--- src/exec_defines.svh ---
`ifndef EXEC_DEFINES_SVH
`define EXEC_DEFINES_SVH

// Register file and datapath width
`define DATA_WIDTH 32

// Register index width, also the shift amount width
`define REG_IDX_WIDTH 5

// Quotient returned for a zero divisor
`define DIV_ZERO_QUOT {`DATA_WIDTH{1'b1}}

`endif

--- src/isaPkg.sv ---
`default_nettype none

package isaPkg;

	typedef struct packed {
		logic [5:0] opcode;
		logic [4:0] rs;
		logic [4:0] rt;
		logic [4:0] rd;
		logic [4:0] shamt;
		logic [5:0] funct;
	} rFields;

	typedef struct packed {
		logic [5:0] opcode;
		logic [4:0] rs;
		logic [4:0] rt;
		logic [15:0] imm;
	} iFields;

	// Same 32 bits, read by format
	typedef union packed {
		rFields rFmt;
		iFields iFmt;
	} instrWord;

	localparam logic [5:0] opcRType = 6'b000000; // All R-type share this
	localparam logic [5:0] opcJ = 6'b000010;
	localparam logic [5:0] opcJal = 6'b000011;
	localparam logic [5:0] opcBeq = 6'b000100;
	localparam logic [5:0] opcBne = 6'b000101;
	localparam logic [5:0] opcAddi = 6'b001000;
	localparam logic [5:0] opcSlti = 6'b001010;
	localparam logic [5:0] opcAndi = 6'b001100;
	localparam logic [5:0] opcOri = 6'b001101;
	localparam logic [5:0] opcLw = 6'b100011;
	localparam logic [5:0] opcSw = 6'b101011;

	localparam logic [5:0] fnSll = 6'b000000;
	localparam logic [5:0] fnSrl = 6'b000010;
	localparam logic [5:0] fnJr = 6'b001000;
	localparam logic [5:0] fnMfhi = 6'b010000;
	localparam logic [5:0] fnMflo = 6'b010010;
	localparam logic [5:0] fnMult = 6'b011000;
	localparam logic [5:0] fnMul = 6'b011001; // Takes the multu slot
	localparam logic [5:0] fnDiv = 6'b011010;
	localparam logic [5:0] fnAdd = 6'b100000;
	localparam logic [5:0] fnSub = 6'b100010;
	localparam logic [5:0] fnAnd = 6'b100100;
	localparam logic [5:0] fnOr = 6'b100101;
	localparam logic [5:0] fnNor = 6'b100111;
	localparam logic [5:0] fnSlt = 6'b101010;

endpackage

`default_nettype wire

--- src/aluPkg.sv ---
`default_nettype none

`include "exec_defines.svh"

package aluPkg;

	// Main decoder to ALU control
	typedef enum logic [2:0] {
		opAdd = 3'b000,
		opRType = 3'b001, // Funct field decides
		opLogicAnd = 3'b010,
		opLogicOr = 3'b011,
		opSub = 3'b100,
		opSubNe = 3'b101, // bne gets its own code
		opSetLess = 3'b110,
		opNone = 3'b111
	} aluOpKind;

	typedef enum logic [3:0] {
		selAdd = 4'b0000,
		selSll = 4'b0010,
		selSrl = 4'b0011,
		selSub = 4'b0100,
		selSlt = 4'b0101,
		selSubNe = 4'b0110,
		selMflo = 4'b0111,
		selAnd = 4'b1000,
		selMul = 4'b1001,
		selOr = 4'b1010,
		selDiv = 4'b1011,
		selNor = 4'b1100,
		selMult = 4'b1101,
		selMfhi = 4'b1110,
		selNop = 4'b1111
	} aluSel;

	typedef struct packed {
		aluSel sel;
		logic [`REG_IDX_WIDTH-1:0] destReg;
		logic writeEn;
		logic isBranch;
	} decodedCtrl;

	typedef struct packed {
		logic [`DATA_WIDTH-1:0] opA;
		logic [`DATA_WIDTH-1:0] opB;
		logic [`REG_IDX_WIDTH-1:0] shamt;
	} operandSet;

	typedef struct packed {
		logic [`DATA_WIDTH-1:0] result;
		logic [`REG_IDX_WIDTH-1:0] destReg;
		logic writeEn;
		logic branchTaken;
		logic vld;
	} execResult;

endpackage

`default_nettype wire

--- src/operandSelect.sv ---
`timescale 1ns/100ps
`default_nettype none

`include "exec_defines.svh"

module operandSelect (
	input isaPkg::instrWord instr,
	input logic [`DATA_WIDTH-1:0] rsVal,
	input logic [`DATA_WIDTH-1:0] rtVal,
	output aluPkg::operandSet ops
);

	logic isRType;
	logic isShift;
	logic zeroExt;
	logic [`DATA_WIDTH-1:0] immExt;

	assign isRType = (instr.rFmt.opcode == isaPkg::opcRType);
	assign isShift = isRType &&
		(instr.rFmt.funct == isaPkg::fnSll || instr.rFmt.funct == isaPkg::fnSrl);

	// Logical immediates are unsigned
	assign zeroExt = (instr.iFmt.opcode == isaPkg::opcAndi) ||
		(instr.iFmt.opcode == isaPkg::opcOri);

	always_comb
	begin
		if (zeroExt)
			immExt = {{(`DATA_WIDTH-16){1'b0}}, instr.iFmt.imm};
		else
			immExt = {{(`DATA_WIDTH-16){instr.iFmt.imm[15]}}, instr.iFmt.imm};
	end

	always_comb
	begin
		ops.opA = isShift ? rtVal : rsVal; // Shifts work on rt
		ops.opB = isRType ? rtVal : immExt;
		ops.shamt = instr.rFmt.shamt;
	end

endmodule

`default_nettype wire

--- config.mk ---
export PLATFORM = sky130hd
export DESIGN_NAME = operandSelect
export DESIGN_NICKNAME = d
export VERILOG_FILES = /design/src/isaPkg.sv /design/src/aluPkg.sv /design/src/operandSelect.sv
export VERILOG_INCLUDE_DIRS = /design/src /design/src/src
export SDC_FILE = /design/constraint.sdc
export NUM_CORES = 1
export LEC_CHECK = 0
export BUFFER_PORTS_ARGS = -buffer_cell sky130_fd_sc_hd__buf_4
export CAP_MARGIN = 20
export CORE_AREA = 2 2 64 66
export DETAILED_ROUTE_END_ITERATION = 16
export DIE_AREA = 0 0 66 68
export PLACE_DENSITY = 0.81
export SYNTH_ARGS = -nofsm -noshare
export SYNTH_HDL_FRONTEND = slang
export SYNTH_SLANG_ARGS = --single-unit
--- constraint.sdc ---
create_clock -name vclk -period 4.2
set_input_delay 0.42 -clock vclk [all_inputs]
set_output_delay 0.42 -clock vclk [all_outputs]
set_load 0.02 [all_outputs]
==> results_dict.tcl <==
set metrics [dict create \
    status "completed" \
    yosysMostFrequentCell "mux2_4" \
    grt_pass1_vias 1209 \
    n_antenna_cell 0 \
    finalSetupViolCount 0 \
    p_leak_nw 1.30 \
    endpoint_kind "output pin" \
    initialDrtViolationCount 12 \
    pin_count 165 \
    dr.pass1.iters 2 \
    critical_path_arrival_ns 2.19 \
    ant_nets 0 \
    grt_busiest_layer "met2" \
    grt_pass1_wl_um 5250 \
    vias 1296 \
    met3_usage_pct 2.47 \
    post-route-min-period_ns 2.61 \
    clkbuf_count 0 \
    seq_cells 0 \
    worst_setup_path_start_kind "primary input" \
    yosysWarnings 0 \
    grt_max_degree 33 \
    cp_top_family "simple AND/OR/NAND/NOR gates" \
    stdcell_area_um2 2190 \
    register_area_um2 0 \
    gp_congestion 0.750 \
    slowest_stage "or2_2" \
    final_nets 343 \
    vias_per_cell 4.39 \
    design.die.area_um2 4490 \
    synthXorXnorAreaFrac_pct 0 \
    cts_resized 0 \
    synth_area_um2 1040 \
    slew_viol_final 0 \
    synth_top_area_share_pct 43.3 \
    grtUsageMet2_pct 31.4 \
    holdBufCountCts 0 \
    multi_input_area_um2 878 \
    num_rows 23 \
    cts_setup_buffers 0 \
    track_usage_pct 14.4 \
    relSlewSlack_pct 40.3 \
    layout.cells.non_filler 295 \
    synthSimpleGateAreaFrac_pct 5.78 \
    worstPathRequired_ns 3.78 \
    synth_mux_area_share_pct 78.2 \
    initial_core_util_pct 27.0 \
    grt_antenna_before_repair 0 \
    yosysTopAreaCell "mux2_4" \
    critical_path.cell_chain "buf_4 -> or3_4 -> or2_2 -> mux2_1 -> buf_4" \
    synthAdderAreaFrac_pct 0 \
    wirelength_um 3860 \
    fmaxAchievable_ghz 0.383 \
    ys_types 16 \
    synth_compound_area_share_pct 0.481 \
    drv_cap 0 \
    p_total_w 0.000222 \
    rsz0062_at_grt "false" \
    dp.cells 295 \
    powerDensity_nw_per_um2 102 \
    hold_class "primary input to output pin" \
    core_um2 3860 \
    die_h_um 68 \
    finalHoldViolations 0 \
    critPathMaxFanout 32 \
    finalCritPeriodShare_pct 62.2 \
    syn_to_final_growth_pct 110 \
    ys_top_cells_by_area "mux2_4 (43%), mux2_2 (17%), mux2i_1 (15%)" \
    synth_common_cells "mux2_4 (30), inv_1 (16), mux2_2 (16), mux2i_1 (16), buf_4 (5)" \
    ir_drop_uv 54.0 \
    cpMostUsedCell "buf_4" \
    drt-wirelength-per-cell_um 13.1 \
    placed_area_um2 2190 \
    synth_top_family_by_area "multiplexers" \
    port_buffers 155 \
    critPathBufInv 2 \
    cp_slowest_stage_delay_ns 0.63 \
    criticalPathCategory "primary input to output pin" \
    layout-drive-gt1-share_pct 84.9 \
    grt.met1_usage_pct 14.5 \
    finalSetupTns_ns 0 \
    worst_pin_slew_ns 0.895 \
    syn_area_per_cell_um2 10.4 \
    fill_cells 364 \
    syn_nets 196 \
    fp.dieW_um 66 \
    ys_seq_area_share_pct 0 \
    hpwl_um 3330 \
    overflow 0 \
    drc 0 \
    syn_inst 100 \
]
-- placed cells by master (no fill, tap or decap) --
| cell type | instances |
|---|---|
| buf_4 | 158 |
| or2_2 | 1 |
| o21ai_1 | 1 |
| mux2_2 | 16 |
| mux2_4 | 30 |
| or4_4 | 1 |
| mux2i_1 | 16 |
| inv_1 | 16 |
| nand2_1 | 1 |
| or3_4 | 1 |
| nor4_4 | 1 |
| mux2_1 | 2 |
| or3_1 | 1 |
-- power by group --
part           switching [W]  leakage, nW  total [W]  internal (W)
registers                  0            0          0             0
clock network              0            0          0             0
logic              0.0000942         1.30   0.000222      0.000128
-- cells by family (layout without fill, tap and decap cells) --
kind of cell,Yosys count,in the layout
multiplexers,64,64
buffers and inverters,29,174
AO/OA/AOI/OAI,1,1
AND/OR/NAND/NOR,6,6
-- final cells by class --
class / count / share of cell area (%)
tap: 50 / 2.86
inverter: 16 / 2.75
multi-input combinational: 71 / 40.2
timing repair buffer: 158 / 54.2
-- worst paths after layout --
path	from	to	cells after the start
setup / recovery	instr[27]	ops[10]	5
hold / removal	instr[7]	ops[1]	2
-- stage by stage --
stage	setup slack [ns]	util, %	hold WS [ns]
4_1_cts	1.59	56.7	1.05
3_5_place_dp	1.59	56.7	1.05
3_3_place_gp	1.60	56.7	1.05
2_1_floorplan	1.97	-	0.953
6_report	1.59	56.7	1.05
5_1_grt	1.54	56.7	1.06
-- metal layers --
layer  vias up  part of all wire [%]  wire (um)
li1        635                     -          -
met1       595                    32       1250
met2        64                    59       2260
met3         2                   8.3        321
met4         0                  0.62         24
met5         -                     0          0
(Power assumes the default switching activity.)
