### config.mk
export PLATFORM = sky130hd
export DESIGN_NAME = instrDecoder
export DESIGN_NICKNAME = d
export VERILOG_FILES = /design/src/isaPkg.sv /design/src/aluPkg.sv /design/src/aluControl.sv /design/src/instrDecoder.sv
export VERILOG_INCLUDE_DIRS = /design/src /design/src/src
export SDC_FILE = /design/constraint.sdc
export NUM_CORES = 1
export LEC_CHECK = 0
export ABC_AREA = 1
export BUFFER_PORTS_ARGS = -buffer_cell sky130_fd_sc_hd__buf_4
export CAP_MARGIN = 40
export CORE_UTILIZATION = 42
export DETAILED_ROUTE_END_ITERATION = 12
export PLACE_DENSITY = 0.95
export SLEW_MARGIN = 20
export SYNTH_ARGS = -nofsm -noshare
export SYNTH_HDL_FRONTEND = slang
export SYNTH_SLANG_ARGS = --single-unit
### constraint.sdc
create_clock -name vclk -period 1.15
set_input_delay 0.115 -clock vclk [all_inputs]
set_output_delay 0.115 -clock vclk [all_outputs]
set_load 0.02 [all_outputs]
### src/exec_defines.svh
`ifndef EXEC_DEFINES_SVH
`define EXEC_DEFINES_SVH

// Register file and datapath width
`define DATA_WIDTH 32

// Register index width, also the shift amount width
`define REG_IDX_WIDTH 5

// Quotient returned for a zero divisor
`define DIV_ZERO_QUOT {`DATA_WIDTH{1'b1}}

`endif

### src/isaPkg.sv
`default_nettype none

package isaPkg;

	typedef struct packed {
		logic [5:0] opcode;
		logic [4:0] rs;
		logic [4:0] rt;
		logic [4:0] rd;
		logic [4:0] shamt;
		logic [5:0] funct;
	} rFields;

	typedef struct packed {
		logic [5:0] opcode;
		logic [4:0] rs;
		logic [4:0] rt;
		logic [15:0] imm;
	} iFields;

	// Same 32 bits, read by format
	typedef union packed {
		rFields rFmt;
		iFields iFmt;
	} instrWord;

	localparam logic [5:0] opcRType = 6'b000000; // All R-type share this
	localparam logic [5:0] opcJ = 6'b000010;
	localparam logic [5:0] opcJal = 6'b000011;
	localparam logic [5:0] opcBeq = 6'b000100;
	localparam logic [5:0] opcBne = 6'b000101;
	localparam logic [5:0] opcAddi = 6'b001000;
	localparam logic [5:0] opcSlti = 6'b001010;
	localparam logic [5:0] opcAndi = 6'b001100;
	localparam logic [5:0] opcOri = 6'b001101;
	localparam logic [5:0] opcLw = 6'b100011;
	localparam logic [5:0] opcSw = 6'b101011;

	localparam logic [5:0] fnSll = 6'b000000;
	localparam logic [5:0] fnSrl = 6'b000010;
	localparam logic [5:0] fnJr = 6'b001000;
	localparam logic [5:0] fnMfhi = 6'b010000;
	localparam logic [5:0] fnMflo = 6'b010010;
	localparam logic [5:0] fnMult = 6'b011000;
	localparam logic [5:0] fnMul = 6'b011001; // Takes the multu slot
	localparam logic [5:0] fnDiv = 6'b011010;
	localparam logic [5:0] fnAdd = 6'b100000;
	localparam logic [5:0] fnSub = 6'b100010;
	localparam logic [5:0] fnAnd = 6'b100100;
	localparam logic [5:0] fnOr = 6'b100101;
	localparam logic [5:0] fnNor = 6'b100111;
	localparam logic [5:0] fnSlt = 6'b101010;

endpackage

`default_nettype wire

### src/aluPkg.sv
`default_nettype none

`include "exec_defines.svh"

package aluPkg;

	// Main decoder to ALU control
	typedef enum logic [2:0] {
		opAdd = 3'b000,
		opRType = 3'b001, // Funct field decides
		opLogicAnd = 3'b010,
		opLogicOr = 3'b011,
		opSub = 3'b100,
		opSubNe = 3'b101, // bne gets its own code
		opSetLess = 3'b110,
		opNone = 3'b111
	} aluOpKind;

	typedef enum logic [3:0] {
		selAdd = 4'b0000,
		selSll = 4'b0010,
		selSrl = 4'b0011,
		selSub = 4'b0100,
		selSlt = 4'b0101,
		selSubNe = 4'b0110,
		selMflo = 4'b0111,
		selAnd = 4'b1000,
		selMul = 4'b1001,
		selOr = 4'b1010,
		selDiv = 4'b1011,
		selNor = 4'b1100,
		selMult = 4'b1101,
		selMfhi = 4'b1110,
		selNop = 4'b1111
	} aluSel;

	typedef struct packed {
		aluSel sel;
		logic [`REG_IDX_WIDTH-1:0] destReg;
		logic writeEn;
		logic isBranch;
	} decodedCtrl;

	typedef struct packed {
		logic [`DATA_WIDTH-1:0] opA;
		logic [`DATA_WIDTH-1:0] opB;
		logic [`REG_IDX_WIDTH-1:0] shamt;
	} operandSet;

	typedef struct packed {
		logic [`DATA_WIDTH-1:0] result;
		logic [`REG_IDX_WIDTH-1:0] destReg;
		logic writeEn;
		logic branchTaken;
		logic vld;
	} execResult;

endpackage

`default_nettype wire

### src/aluControl.sv
`timescale 1ns/100ps
`default_nettype none

module aluControl (
	input aluPkg::aluOpKind aluOp,
	input logic [5:0] funct,
	output aluPkg::aluSel sel
);

	always_comb
	begin
		case (aluOp)
			aluPkg::opAdd: sel = aluPkg::selAdd; // addi, lw, sw
			aluPkg::opSub: sel = aluPkg::selSub; // beq
			aluPkg::opSubNe: sel = aluPkg::selSubNe; // bne
			aluPkg::opSetLess: sel = aluPkg::selSlt; // slti
			aluPkg::opLogicAnd: sel = aluPkg::selAnd; // andi
			aluPkg::opLogicOr: sel = aluPkg::selOr; // ori
			aluPkg::opRType:
			begin
				case (funct)
					isaPkg::fnAdd: sel = aluPkg::selAdd;
					isaPkg::fnSub: sel = aluPkg::selSub;
					isaPkg::fnAnd: sel = aluPkg::selAnd;
					isaPkg::fnOr: sel = aluPkg::selOr;
					isaPkg::fnNor: sel = aluPkg::selNor;
					isaPkg::fnSlt: sel = aluPkg::selSlt;
					isaPkg::fnSll: sel = aluPkg::selSll;
					isaPkg::fnSrl: sel = aluPkg::selSrl;
					isaPkg::fnMult: sel = aluPkg::selMult;
					isaPkg::fnMul: sel = aluPkg::selMul;
					isaPkg::fnDiv: sel = aluPkg::selDiv;
					isaPkg::fnMfhi: sel = aluPkg::selMfhi;
					isaPkg::fnMflo: sel = aluPkg::selMflo;
					isaPkg::fnJr: sel = aluPkg::selNop; // Jump handled elsewhere
					default: sel = aluPkg::selNop; // Unknown funct
				endcase
			end
			default: sel = aluPkg::selNop; // j, jal, unknown opcode
		endcase
	end

endmodule

`default_nettype wire

### src/instrDecoder.sv
`timescale 1ns/100ps
`default_nettype none

module instrDecoder (
	input isaPkg::instrWord instr,
	output aluPkg::decodedCtrl ctrl
);

	aluPkg::aluOpKind aluOp;
	aluPkg::aluSel selW;
	logic isRType;
	logic rWrite;

	assign isRType = (instr.rFmt.opcode == isaPkg::opcRType);

	always_comb
	begin
		case (instr.iFmt.opcode)
			isaPkg::opcRType: aluOp = aluPkg::opRType;
			isaPkg::opcAddi, isaPkg::opcLw, isaPkg::opcSw: aluOp = aluPkg::opAdd;
			isaPkg::opcBeq: aluOp = aluPkg::opSub;
			isaPkg::opcBne: aluOp = aluPkg::opSubNe;
			isaPkg::opcSlti: aluOp = aluPkg::opSetLess;
			isaPkg::opcAndi: aluOp = aluPkg::opLogicAnd;
			isaPkg::opcOri: aluOp = aluPkg::opLogicOr;
			isaPkg::opcJ, isaPkg::opcJal: aluOp = aluPkg::opNone; // No ALU work
			default: aluOp = aluPkg::opNone;
		endcase
	end

	// R-type ops that produce a register result
	always_comb
	begin
		case (instr.rFmt.funct)
			isaPkg::fnAdd, isaPkg::fnSub, isaPkg::fnAnd, isaPkg::fnOr,
			isaPkg::fnNor, isaPkg::fnSlt, isaPkg::fnSll, isaPkg::fnSrl,
			isaPkg::fnMul, isaPkg::fnMfhi, isaPkg::fnMflo: rWrite = 1'b1;
			default: rWrite = 1'b0; // mult, div, jr land here
		endcase
	end

	aluControl uAluControl (
		.aluOp(aluOp),
		.funct(instr.rFmt.funct),
		.sel(selW)
	);

	always_comb
	begin
		ctrl.sel = selW;
		ctrl.destReg = isRType ? instr.rFmt.rd : instr.iFmt.rt;
		ctrl.isBranch = (instr.iFmt.opcode == isaPkg::opcBeq) ||
			(instr.iFmt.opcode == isaPkg::opcBne);
		case (instr.iFmt.opcode)
			isaPkg::opcRType: ctrl.writeEn = rWrite;
			isaPkg::opcAddi, isaPkg::opcSlti,
			isaPkg::opcAndi, isaPkg::opcOri: ctrl.writeEn = 1'b1;
			default: ctrl.writeEn = 1'b0; // lw and sw only give the address
		endcase
	end

endmodule

`default_nettype wire

==> results.txt, run 1 <==
Outcome = finished with violations
Failing checks = setup timing
Synth top cells by count = nand2_1 (38), inv_1 (17), nand3_1 (17), nor2_1 (12), nand4_1 (11)
Dpl cell area = 931 um^2
Filler instances = 18
Synth top area share = 26.0%
I/O pins = 43
Total wire length = 3.42 mm
P&R area growth vs syn = 106%
Die height = 38.2 um
Fin cells = 178
Worst setup EP type = output pin
Routability congestion estimate from global placement = 0.972
Kind of start point of the critical path = input port
Maximum vdd drop = 0.256 mV
I/O Buffers = 33
Least-Margin Pin Slew = 0.289 ns
Leak Pwr = 0.575 nW
Compound-Gate Fraction of Synth Area = 2.28%
Avg WL per Cell = 19.2 um
Worst-path fanout max = 8
Main combinational cell family by area after synthesis = simple AND/OR/NAND/NOR gates
DIE AREA = 1460 um^2
Drc violations = 0
Period minus WS final = 1.31 ns
Share of the yosys chip area belonging to registers = 0%
Register area = 0 um^2
Switching power = 0.219 mW
Critical path required time = 1.03 ns
Synth Area in Adders = 11.4%
Area of the core = 1160 um^2
Mux cell area share after synthesis = 0%
Hold path startpoint = instr[20]
DR vias/cell = 6.49
Worst hold path class = input port to output pin
# clk buffers = 0
Layout cells sized above 1 = 51.2%
Mapped cell area = 549 um^2
Tcrit/Tclk final = 114%
Syn Area/Cell = 4.95 um^2
Max-slew headroom = 80.7%
Clock power share = 0%
Max_cap viols = 0
Gate count after technology mapping = 111
First-pass detailed-route iteration total = 6
Final core utilization = 97.9%
First-pass GRT wire length = 3.78 mm
Crit path DAT = 1.19 ns
Worst Hold End = ctrl[6]
Post-layout worst setup margin = -0.160 ns
Cts hold-fix bufs = 0
Combinational fraction of design power = 100.0%
Hpwl dp = 1.55 mm
Seq cells = 0
Initial Util = 47.5%
Largest net degree at the start of global routing = 9
Antenna diode count = 0
Hold Crit Depth = 4
Rows = 12
Vias in the first global route = 855
Post-synthesis simple-gate area fraction = 72.0%
Internal power = 0.189 mW
Post-synth top area cell = nand2_1
Synth Net Count = 148
Most frequent cell after synthesis = nand2_1
Post-Synth XOR/XNOR Area = 0%
RSZ-0062 raised after global routing = yes
TNS Setup = -1.33 ns
Total grt overflow = 0
First DRT Iteration DRCs = 131
Netlist cell types = 13
Setup violations, final = 10
Final Hold Viols = 0
Fin. max-slew vios = 0
Sw Ratio = 53.7%
Fmax = 764 MHz
GRT Total Usage = 37.1%
Cell count after placement = 174
Initial antenna violation count = 0
Post-layout net count = 203
Via count = 1,155
DIE WIDTH = 38.2 um
DRT antenna net count = 0
Flop pwr share = 0%
Power, Total = 0.409 mW
Final Cell Area = 1130 um^2
Largest cells by area after synthesis = nand2_1 (26%), nand3_1 (15%), nand4_1 (13%), inv_1 (12%), ha_1 (11%)
Pwr dens = 361 nW/um^2
Synth warn = 0
CP Class = input port to output pin
-- cell type report --
type               instances  area (um^2)  area share [%]
multi-input cells         92          558            49.3
repair buffers            54          478            42.2
well taps                 14         17.5            1.55
inverters                 18         78.8            6.96
-- routing by layer --
layer	wire, um	global-route usage [%]	vias up
met5	0	0	-
met4	295	16.1	0
li1	-	-	473
met2	1550	66.9	132
met3	468	5.23	45
met1	1110	42.4	505
-- through the flow --
stage,setup WS [ns],hold WS (ns)
after floorplan,0.0371,0.377
after detailed placement,-0.143,0.521
final,-0.160,0.512
after CTS,-0.0264,0.521
after global routing,-0.184,0.530
after global placement,-0.101,0.516
-- critical path, stage by stage --
cell and delay, ns:
buf_4 0.14, nor2_4 0.16, nand2_2 0.10, nor2_4 0.23
buf_6 0.16, nand2_1 0.06, nand2_1 0.10, buf_6 0.12
-- how the worst max path moves through the flow --
stage,cells after the start,from,endpoint,slack (ns)
2_1_floorplan,8,instr[0],ctrl[8],0.04
3_3_place_gp,10,instr[0],ctrl[1],-0.10
3_5_place_dp,10,instr[0],ctrl[8],-0.14
4_1_cts,9,instr[0],ctrl[9],-0.03
5_1_grt,8,instr[30],ctrl[4],-0.18
6_report,8,instr[29],ctrl[4],-0.16
-- cell families (layout without fill, tap and decap cells) --
| group | count (synthesis) | in the layout |
|---|---|---|
| buf+inv | 19 | 72 |
| compound gates | 2 | 2 |
| simple gates | 85 | 85 |
| fa+ha+maj | 5 | 5 |
-- repair_timing --
| action | 4_1_cts | 5_1_grt |
|---|---|---|
| setup buffers | 3 | 1 |
| pin swaps | 13 | 10 |
| gates resized for setup | 30 | 18 |
| setup endpoints to repair | 10 | 10 |
-- power groups by stage --
| stage | Sequential, mW | Combinational, mW | Clock (mW) |
|---|---|---|---|
| after floorplan | 0 | 0.128 | 0 |
| after CTS | 0 | 0.339 | 0 |
| after global placement | 0 | 0.289 | 0 |
| final | 0 | 0.409 | 0 |
| after global routing | 0 | 0.418 | 0 |
| after detailed placement | 0 | 0.300 | 0 |
-- placed cells by master (no fill, tap or decap), types with 4 or more instances in the layout --
cell      n
nand4_1  11
buf_4    37
nor2_4    4
buf_6    16
nor2_1   10
nand3_1  14
inv_1    13
nand2_1  29
nand2_2  10
Power figures use the tool's default switching activity.
==> run 2: changes to the inputs <==
ABC_AREA = not set   (was 1)
CORE_UTILIZATION = 43   (was 42)
==> run 2 against run 1 <==
- the flow now stops in clock tree synthesis (4_1_cts)
- synthesized cell count is 32% lower
- synthesized area rose by 2.7%
==> results.txt, run 2 <==
I/O pins = 43 (unchanged)
Mapped cell area = 564 um^2 (+2.7%)
Initial Util = 48.8% (+1.3 points)
Share of the yosys chip area belonging to registers = 0% (unchanged)
DIE WIDTH = 38.2 um (+0.16%)
Setup bufs post-CTS = 3 (unchanged)
Last stage = clock tree synthesis (4_1_cts)
Rows = 12 (unchanged)
Hpwl dp = 1.90 mm (+23%)
Syn Area/Cell = 7.42 um^2 (+50%)
Stop Error = [ERROR DPL-0038] Utilization greater than 100%, impossible to legalize
Routability congestion estimate from global placement = 0.872 (-10%)
Netlist cell types = 35 (+22)
Die height = 38.2 um (+0.16%)
Outcome = stopped before the end
Synth top area share = 12.0% (-14 points)
Gate count after technology mapping = 76 (-32%)
Largest cells by area after synthesis = mux2_2 (12%), ha_1 (11%), buf_6 (6.0%), a21oi_1 (5.3%), nand3b_1 (4.0%)
Synth top cells by count = a21oi_1 (6), mux2_2 (6), nor2_1 (6), ha_1 (5)
Cts hold-fix bufs = 0 (unchanged)
CTS resizes = 37 (+23%)
I/O Buffers = 33 (unchanged)
Post-synth top area cell = mux2_2
Dpl cell area = 1040 um^2 (+12%)
Synth warn = 0 (unchanged)
Synth Net Count = 113 (-24%)
-- run 2: kinds of logic after synthesis --
group	Yosys count	share of synthesized area, %
AND/OR/NAND/NOR	34	39.0
adder cells (fa/ha/maj)	5	11.1
buffers and inverters	8	9.98
AO/OA/AOI/OAI	22	26.2
multiplexers	7	13.7
-- run 2: metrics by stage --
stage,TNS [ns],setup WS (ns),hold WS [ns],std cells,util (%)
after floorplan,-0.488,-0.190,0.334,76,-
after global placement,-2.40,-0.364,0.557,142,90.0
after detailed placement,-2.77,-0.397,0.561,142,90.0
==> run 3: changes to the inputs <==
CORE_AREA = 2 2 63 65   (was not set)
CORE_UTILIZATION = not set   (was 43)
DIE_AREA = 0 0 65 67   (was not set)
PLACE_DENSITY = not set   (was 0.95)
PLACE_DENSITY_LB_ADDON = 0.15   (was not set)
==> run 3 against run 2 <==
- the flow now finishes, with violations (setup timing)
- synthesized area stayed put
- synthesized cell count is the same
==> results.txt, run 3 <==
Post-layout worst setup margin = -0.283 ns
Largest cells by area after synthesis = mux2_2 (12%), ha_1 (11%), buf_6 (6.0%), a21oi_1 (5.3%), nand3b_1 (4.0%)
Netlist cell types = 35 (unchanged)
Outcome = finished with violations
Synth top area share = 12.0% (unchanged)
Avg WL per Cell = 11.9 um
Tcrit/Tclk final = 125%
Routability congestion estimate from global placement = 0.788 (-9.6%)
Final Hold Viols = 0
Synth top cells by count = a21oi_1 (6), mux2_2 (6), nor2_1 (6), ha_1 (5)
Drc violations = 0
Rows = 22 (+10)
Mapped cell area = 564 um^2 (unchanged)
I/O Buffers = 33 (unchanged)
First DRT Iteration DRCs = 4
Seq cells = 0
# clk buffers = 0
Final core utilization = 36.1%
Via count = 797
Critical path required time = 1.03 ns
Leak Pwr = 0.564 nW
Cts hold-fix bufs = 0 (unchanged)
I/O pins = 43 (unchanged)
Setup violations, final = 10
Synth Net Count = 113 (unchanged)
Layout cells sized above 1 = 67.4%
Initial Util = 15.6% (-33 points)
DIE AREA = 4360 um^2
Total grt overflow = 0
P&R area growth vs syn = 131%
Initial antenna violation count = 0
Most common cell after layout, fill and taps aside = buf_4
Max_cap viols = 0
Maximum vdd drop = 0.0929 mV
Cell count after placement = 178 (+25%)
Area of the core = 3610 um^2
Post-synth top area cell = mux2_2
TNS Setup = -1.50 ns
Fin cells = 183
Syn Area/Cell = 7.42 um^2 (unchanged)
GRT Total Usage = 9.98%
Period minus WS final = 1.43 ns
Largest net degree at the start of global routing = 10
Vias in the first global route = 824
Failing checks = setup timing
DIE WIDTH = 65 um (+70%)
Least-Margin Pin Slew = 0.426 ns
Commonest cells after routing, fill and taps aside = buf_4 (45), buf_6 (13), a21oi_1 (4), nor2_1 (4)
DRT antenna net count = 0
Final Cell Area = 1300 um^2
Hold Crit Depth = 3
Kind of start point of the critical path = input port
Antenna diode count = 0
Max-slew headroom = 71.2%
Dpl cell area = 1100 um^2 (+5.5%)
DR vias/cell = 4.36
Worst-path fanout max = 2
Post-layout net count = 174
Synth warn = 0 (unchanged)
Register area = 0 um^2
Die height = 67 um (+75%)
Gate count after technology mapping = 76 (unchanged)
Crit path DAT = 1.32 ns
Fmax = 698 MHz
Fin. max-slew vios = 0
First-pass GRT wire length = 3.61 mm
Pwr dens = 330 nW/um^2
CP Class = input port to output pin
Share of the yosys chip area belonging to registers = 0% (unchanged)
Worst hold path class = input port to output pin
First-pass detailed-route iteration total = 4
Total wire length = 2.18 mm
Worst setup EP type = output pin
RSZ-0062 raised after global routing = yes
Hpwl dp = 1.82 mm (-4.0%)
[run 3: worst paths after layout]
path              startpoint  endpoint  slack (ns)
setup / recovery   instr[29]  ctrl[10]       -0.28
hold / removal     instr[19]   ctrl[5]        0.55
[run 3: logic make-up (layout without fill, tap and decap cells)]
group / after synthesis / after routing / share of synthesized area [%]
adders and majority gates: 5 / 5 / 11.1
AOI/OAI and AO/OA: 22 / 22 / 26.2
muxes: 7 / 7 / 13.7
and+or+nand+nor: 34 / 34 / 39.0
buffers and inverters: 8 / 67 / 9.98
[run 3: through the flow]
stage / worst slack (ns) / hold slack [ns] / power [mW]
3_5_place_dp: -0.406 / 0.571 / 0.361
6_report: -0.283 / 0.553 / 0.429
2_1_floorplan: -0.190 / 0.334 / 0.173
3_3_place_gp: -0.384 / 0.573 / 0.362
4_1_cts: -0.298 / 0.557 / 0.427
5_1_grt: -0.326 / 0.561 / 0.460
[run 3: cell type report]
cell class	instances	area [um^2]
multi-input combinational	68	637
inverter	4	35.0
tap	48	60.1
timing repair buffer	63	569
fill	397	2300
[run 3: worst max-delay path: stages]
cell and delay [ns]:
buf_6 0.09, nor3_2 0.16, a21oi_1 0.06, or4b_4 0.55, o221ai_4 0.20, buf_6 0.14
[run 3: report_power, final]
group	internal, mW	switching [mW]
combinational	0.245	0.184
clock	0	0
sequential	0	0
total	0.245	0.184
[run 3: repair_timing]
| action | CTS | global route |
|---|---|---|
| setup buffers | 5 | 1 |
| endpoints found under the hold margin | 0 | 0 |
| gates resized for setup | 39 | 3 |
| pin swaps | 16 | 6 |
| setup endpoints to repair | 10 | 10 |
[run 3: per-layer routing]
metal,up-vias,wire length [um],track usage [%]
met5,-,0,0
met4,0,0,0
met3,0,121,1.69
met2,18,1060,18.0
met1,368,999,13.1
li1,411,-,-
==> run 4: changes to the inputs <==
PLACE_DENSITY = 0.47   (was not set)
PLACE_DENSITY_LB_ADDON = not set   (was 0.15)
==> run 4 against run 3 <==
- design area increased by 0.48%
- sequential share of layout area stayed put
- die area did not move
- combinational power grew 2%
- global-route usage increased by 0.32 points
- flip-flop and latch count unchanged
- the run still ends with setup timing left
==> results.txt, run 4 (same netlist as run 3, synthesis figures left out) <==
Failing checks = setup timing
Least-Margin Pin Slew = 0.346 ns (-0.0803 ns)
Worst-path fanout max = 2 (unchanged)
I/O Buffers = 33 (unchanged)
Leak Pwr = 0.562 nW (-0.42%)
Tcrit/Tclk final = 126% (+1.8 points)
# clk buffers = 0 (unchanged)
Cts hold-fix bufs = 0 (unchanged)
Rows = 22 (unchanged)
Worst Hold End = ctrl[6]
Period minus WS final = 1.45 ns (+0.0205 ns)
Drc violations = 0 (unchanged)
Largest net degree at the start of global routing = 9 (-1)
Seq cells = 0 (unchanged)
TNS Setup = -1.65 ns (-0.152 ns)
Worst hold path class = input port to output pin
Setup violations, final = 10 (unchanged)
Register area = 0 um^2 (unchanged)
Fin cells = 182 (-0.55%)
Max_cap viols = 0 (unchanged)
Total wire length = 2.32 mm (+6.3%)
Fmax = 688 MHz (-1.4%)
Outcome = finished with violations
Multi-input gate area = 663 um^2 (+4.1%)
Hold path startpoint = instr[15]
Power, Total = 0.439 mW (+2.3%)
First-pass GRT wire length = 3.66 mm (+1.5%)
Via count = 804 (+0.88%)
Layout cells sized above 1 = 68.7% (+1.2 points)
Post-layout worst setup margin = -0.303 ns (-0.0205 ns)
First-pass detailed-route iteration total = 4 (unchanged)
Final Hold Viols = 0 (unchanged)
Crit path DAT = 1.34 ns (+0.02 ns)
Maximum vdd drop = 0.144 mV (+55%)
Pwr dens = 336 nW/um^2 (+1.8%)
Antenna diode count = 0 (unchanged)
Fin. max-slew vios = 0 (unchanged)
Commonest cells after routing, fill and taps aside = buf_4 (46), buf_6 (11), buf_8 (4)
Filler instances = 401 (+1.0%)
Total grt overflow = 0 (unchanged)
First DRT Iteration DRCs = 13 (+9)
Most common cell after layout, fill and taps aside = buf_4
I/O pins = 43 (unchanged)
CP Class = input port to output pin
Hpwl dp = 1.83 mm (+0.36%)
Die height = 67 um (unchanged)
DRT antenna net count = 0 (unchanged)
GRT Total Usage = 10.3% (+0.32 points)
Final core utilization = 36.3% (+0.17 points)
Cell count after placement = 179 (+0.56%)
P&R area growth vs syn = 132%
Max-slew headroom = 76.6% (+5.4 points)
Avg WL per Cell = 12.7 um (+6.9%)
Initial Util = 15.6% (unchanged)
DIE AREA = 4360 um^2 (unchanged)
Post-layout net count = 173 (-0.57%)
Vias in the first global route = 831 (+0.85%)
Worst setup EP type = output pin
Critical path required time = 1.03 ns (about the same)
DR vias/cell = 4.42 (+1.4%)
Initial antenna violation count = 0 (unchanged)
DIE WIDTH = 65 um (unchanged)
Routability congestion estimate from global placement = 0.791 (+0.32%)
RSZ-0062 raised after global routing = yes
Hold Crit Depth = 3 (unchanged)
Kind of start point of the critical path = input port
Area of the core = 3610 um^2 (unchanged)
==> run 4: critical path: stages <==
cell      delay (ns)
buf_8           0.10
nor3_4          0.17
a21oi_2         0.06
or4b_4          0.56
o221ai_4        0.20
buf_6           0.14
==> run 4: routing by layer <==
metal / vias to the layer above / GRT usage [%] / share of wire [%]
met2: 12 / 19.1 / 54
met5: - / 0 / 0
li1: 409 / - / -
met3: 2 / 0.507 / 2.6
met1: 381 / 13.6 / 42
met4: 0 / 0.798 / 0.60
==> run 4: worst max-delay path by stage <==
stage                          from  depth (start not counted)  slack [ns]        to
after CTS                 instr[29]                          6       -0.32  ctrl[10]
after global placement     instr[1]                          8       -0.43   ctrl[8]
after floorplan           instr[29]                          5       -0.19  ctrl[10]
final                     instr[29]                          6       -0.30  ctrl[10]
after detailed placement   instr[1]                          8       -0.43   ctrl[8]
after global routing      instr[29]                          6       -0.34  ctrl[10]
==> run 4: area by class of cell <==
cell class | instances | area share [%]
Timing Repair Buffer | 62 | 42.0
Multi-Input combinational cell | 68 | 50.7
Tap cell | 48 | 4.59
Inverter | 4 | 2.68
==> run 4: stage by stage <==
stage	hold slack [ns]	cell area (um^2)	setup WS, ns
floorplan	0.334	639	-0.190
global placement	0.560	1090	-0.427
detailed placement	0.560	1090	-0.428
CTS	0.548	1240	-0.316
global route	0.553	1310	-0.342
finish	0.547	1310	-0.303
==> run 4: report_power, final <==
group	total (mW)	switching, mW	internal (mW)
logic	0.439	0.191	0.248
clock network	0	0	0
registers	0	0	0
==> run 4: timing repair <==
action                     in CTS  in global routing
buffers inserted                3                  0
pin swaps                       8                  3
gates resized for setup        29                 17
setup endpoints to repair      10                 10
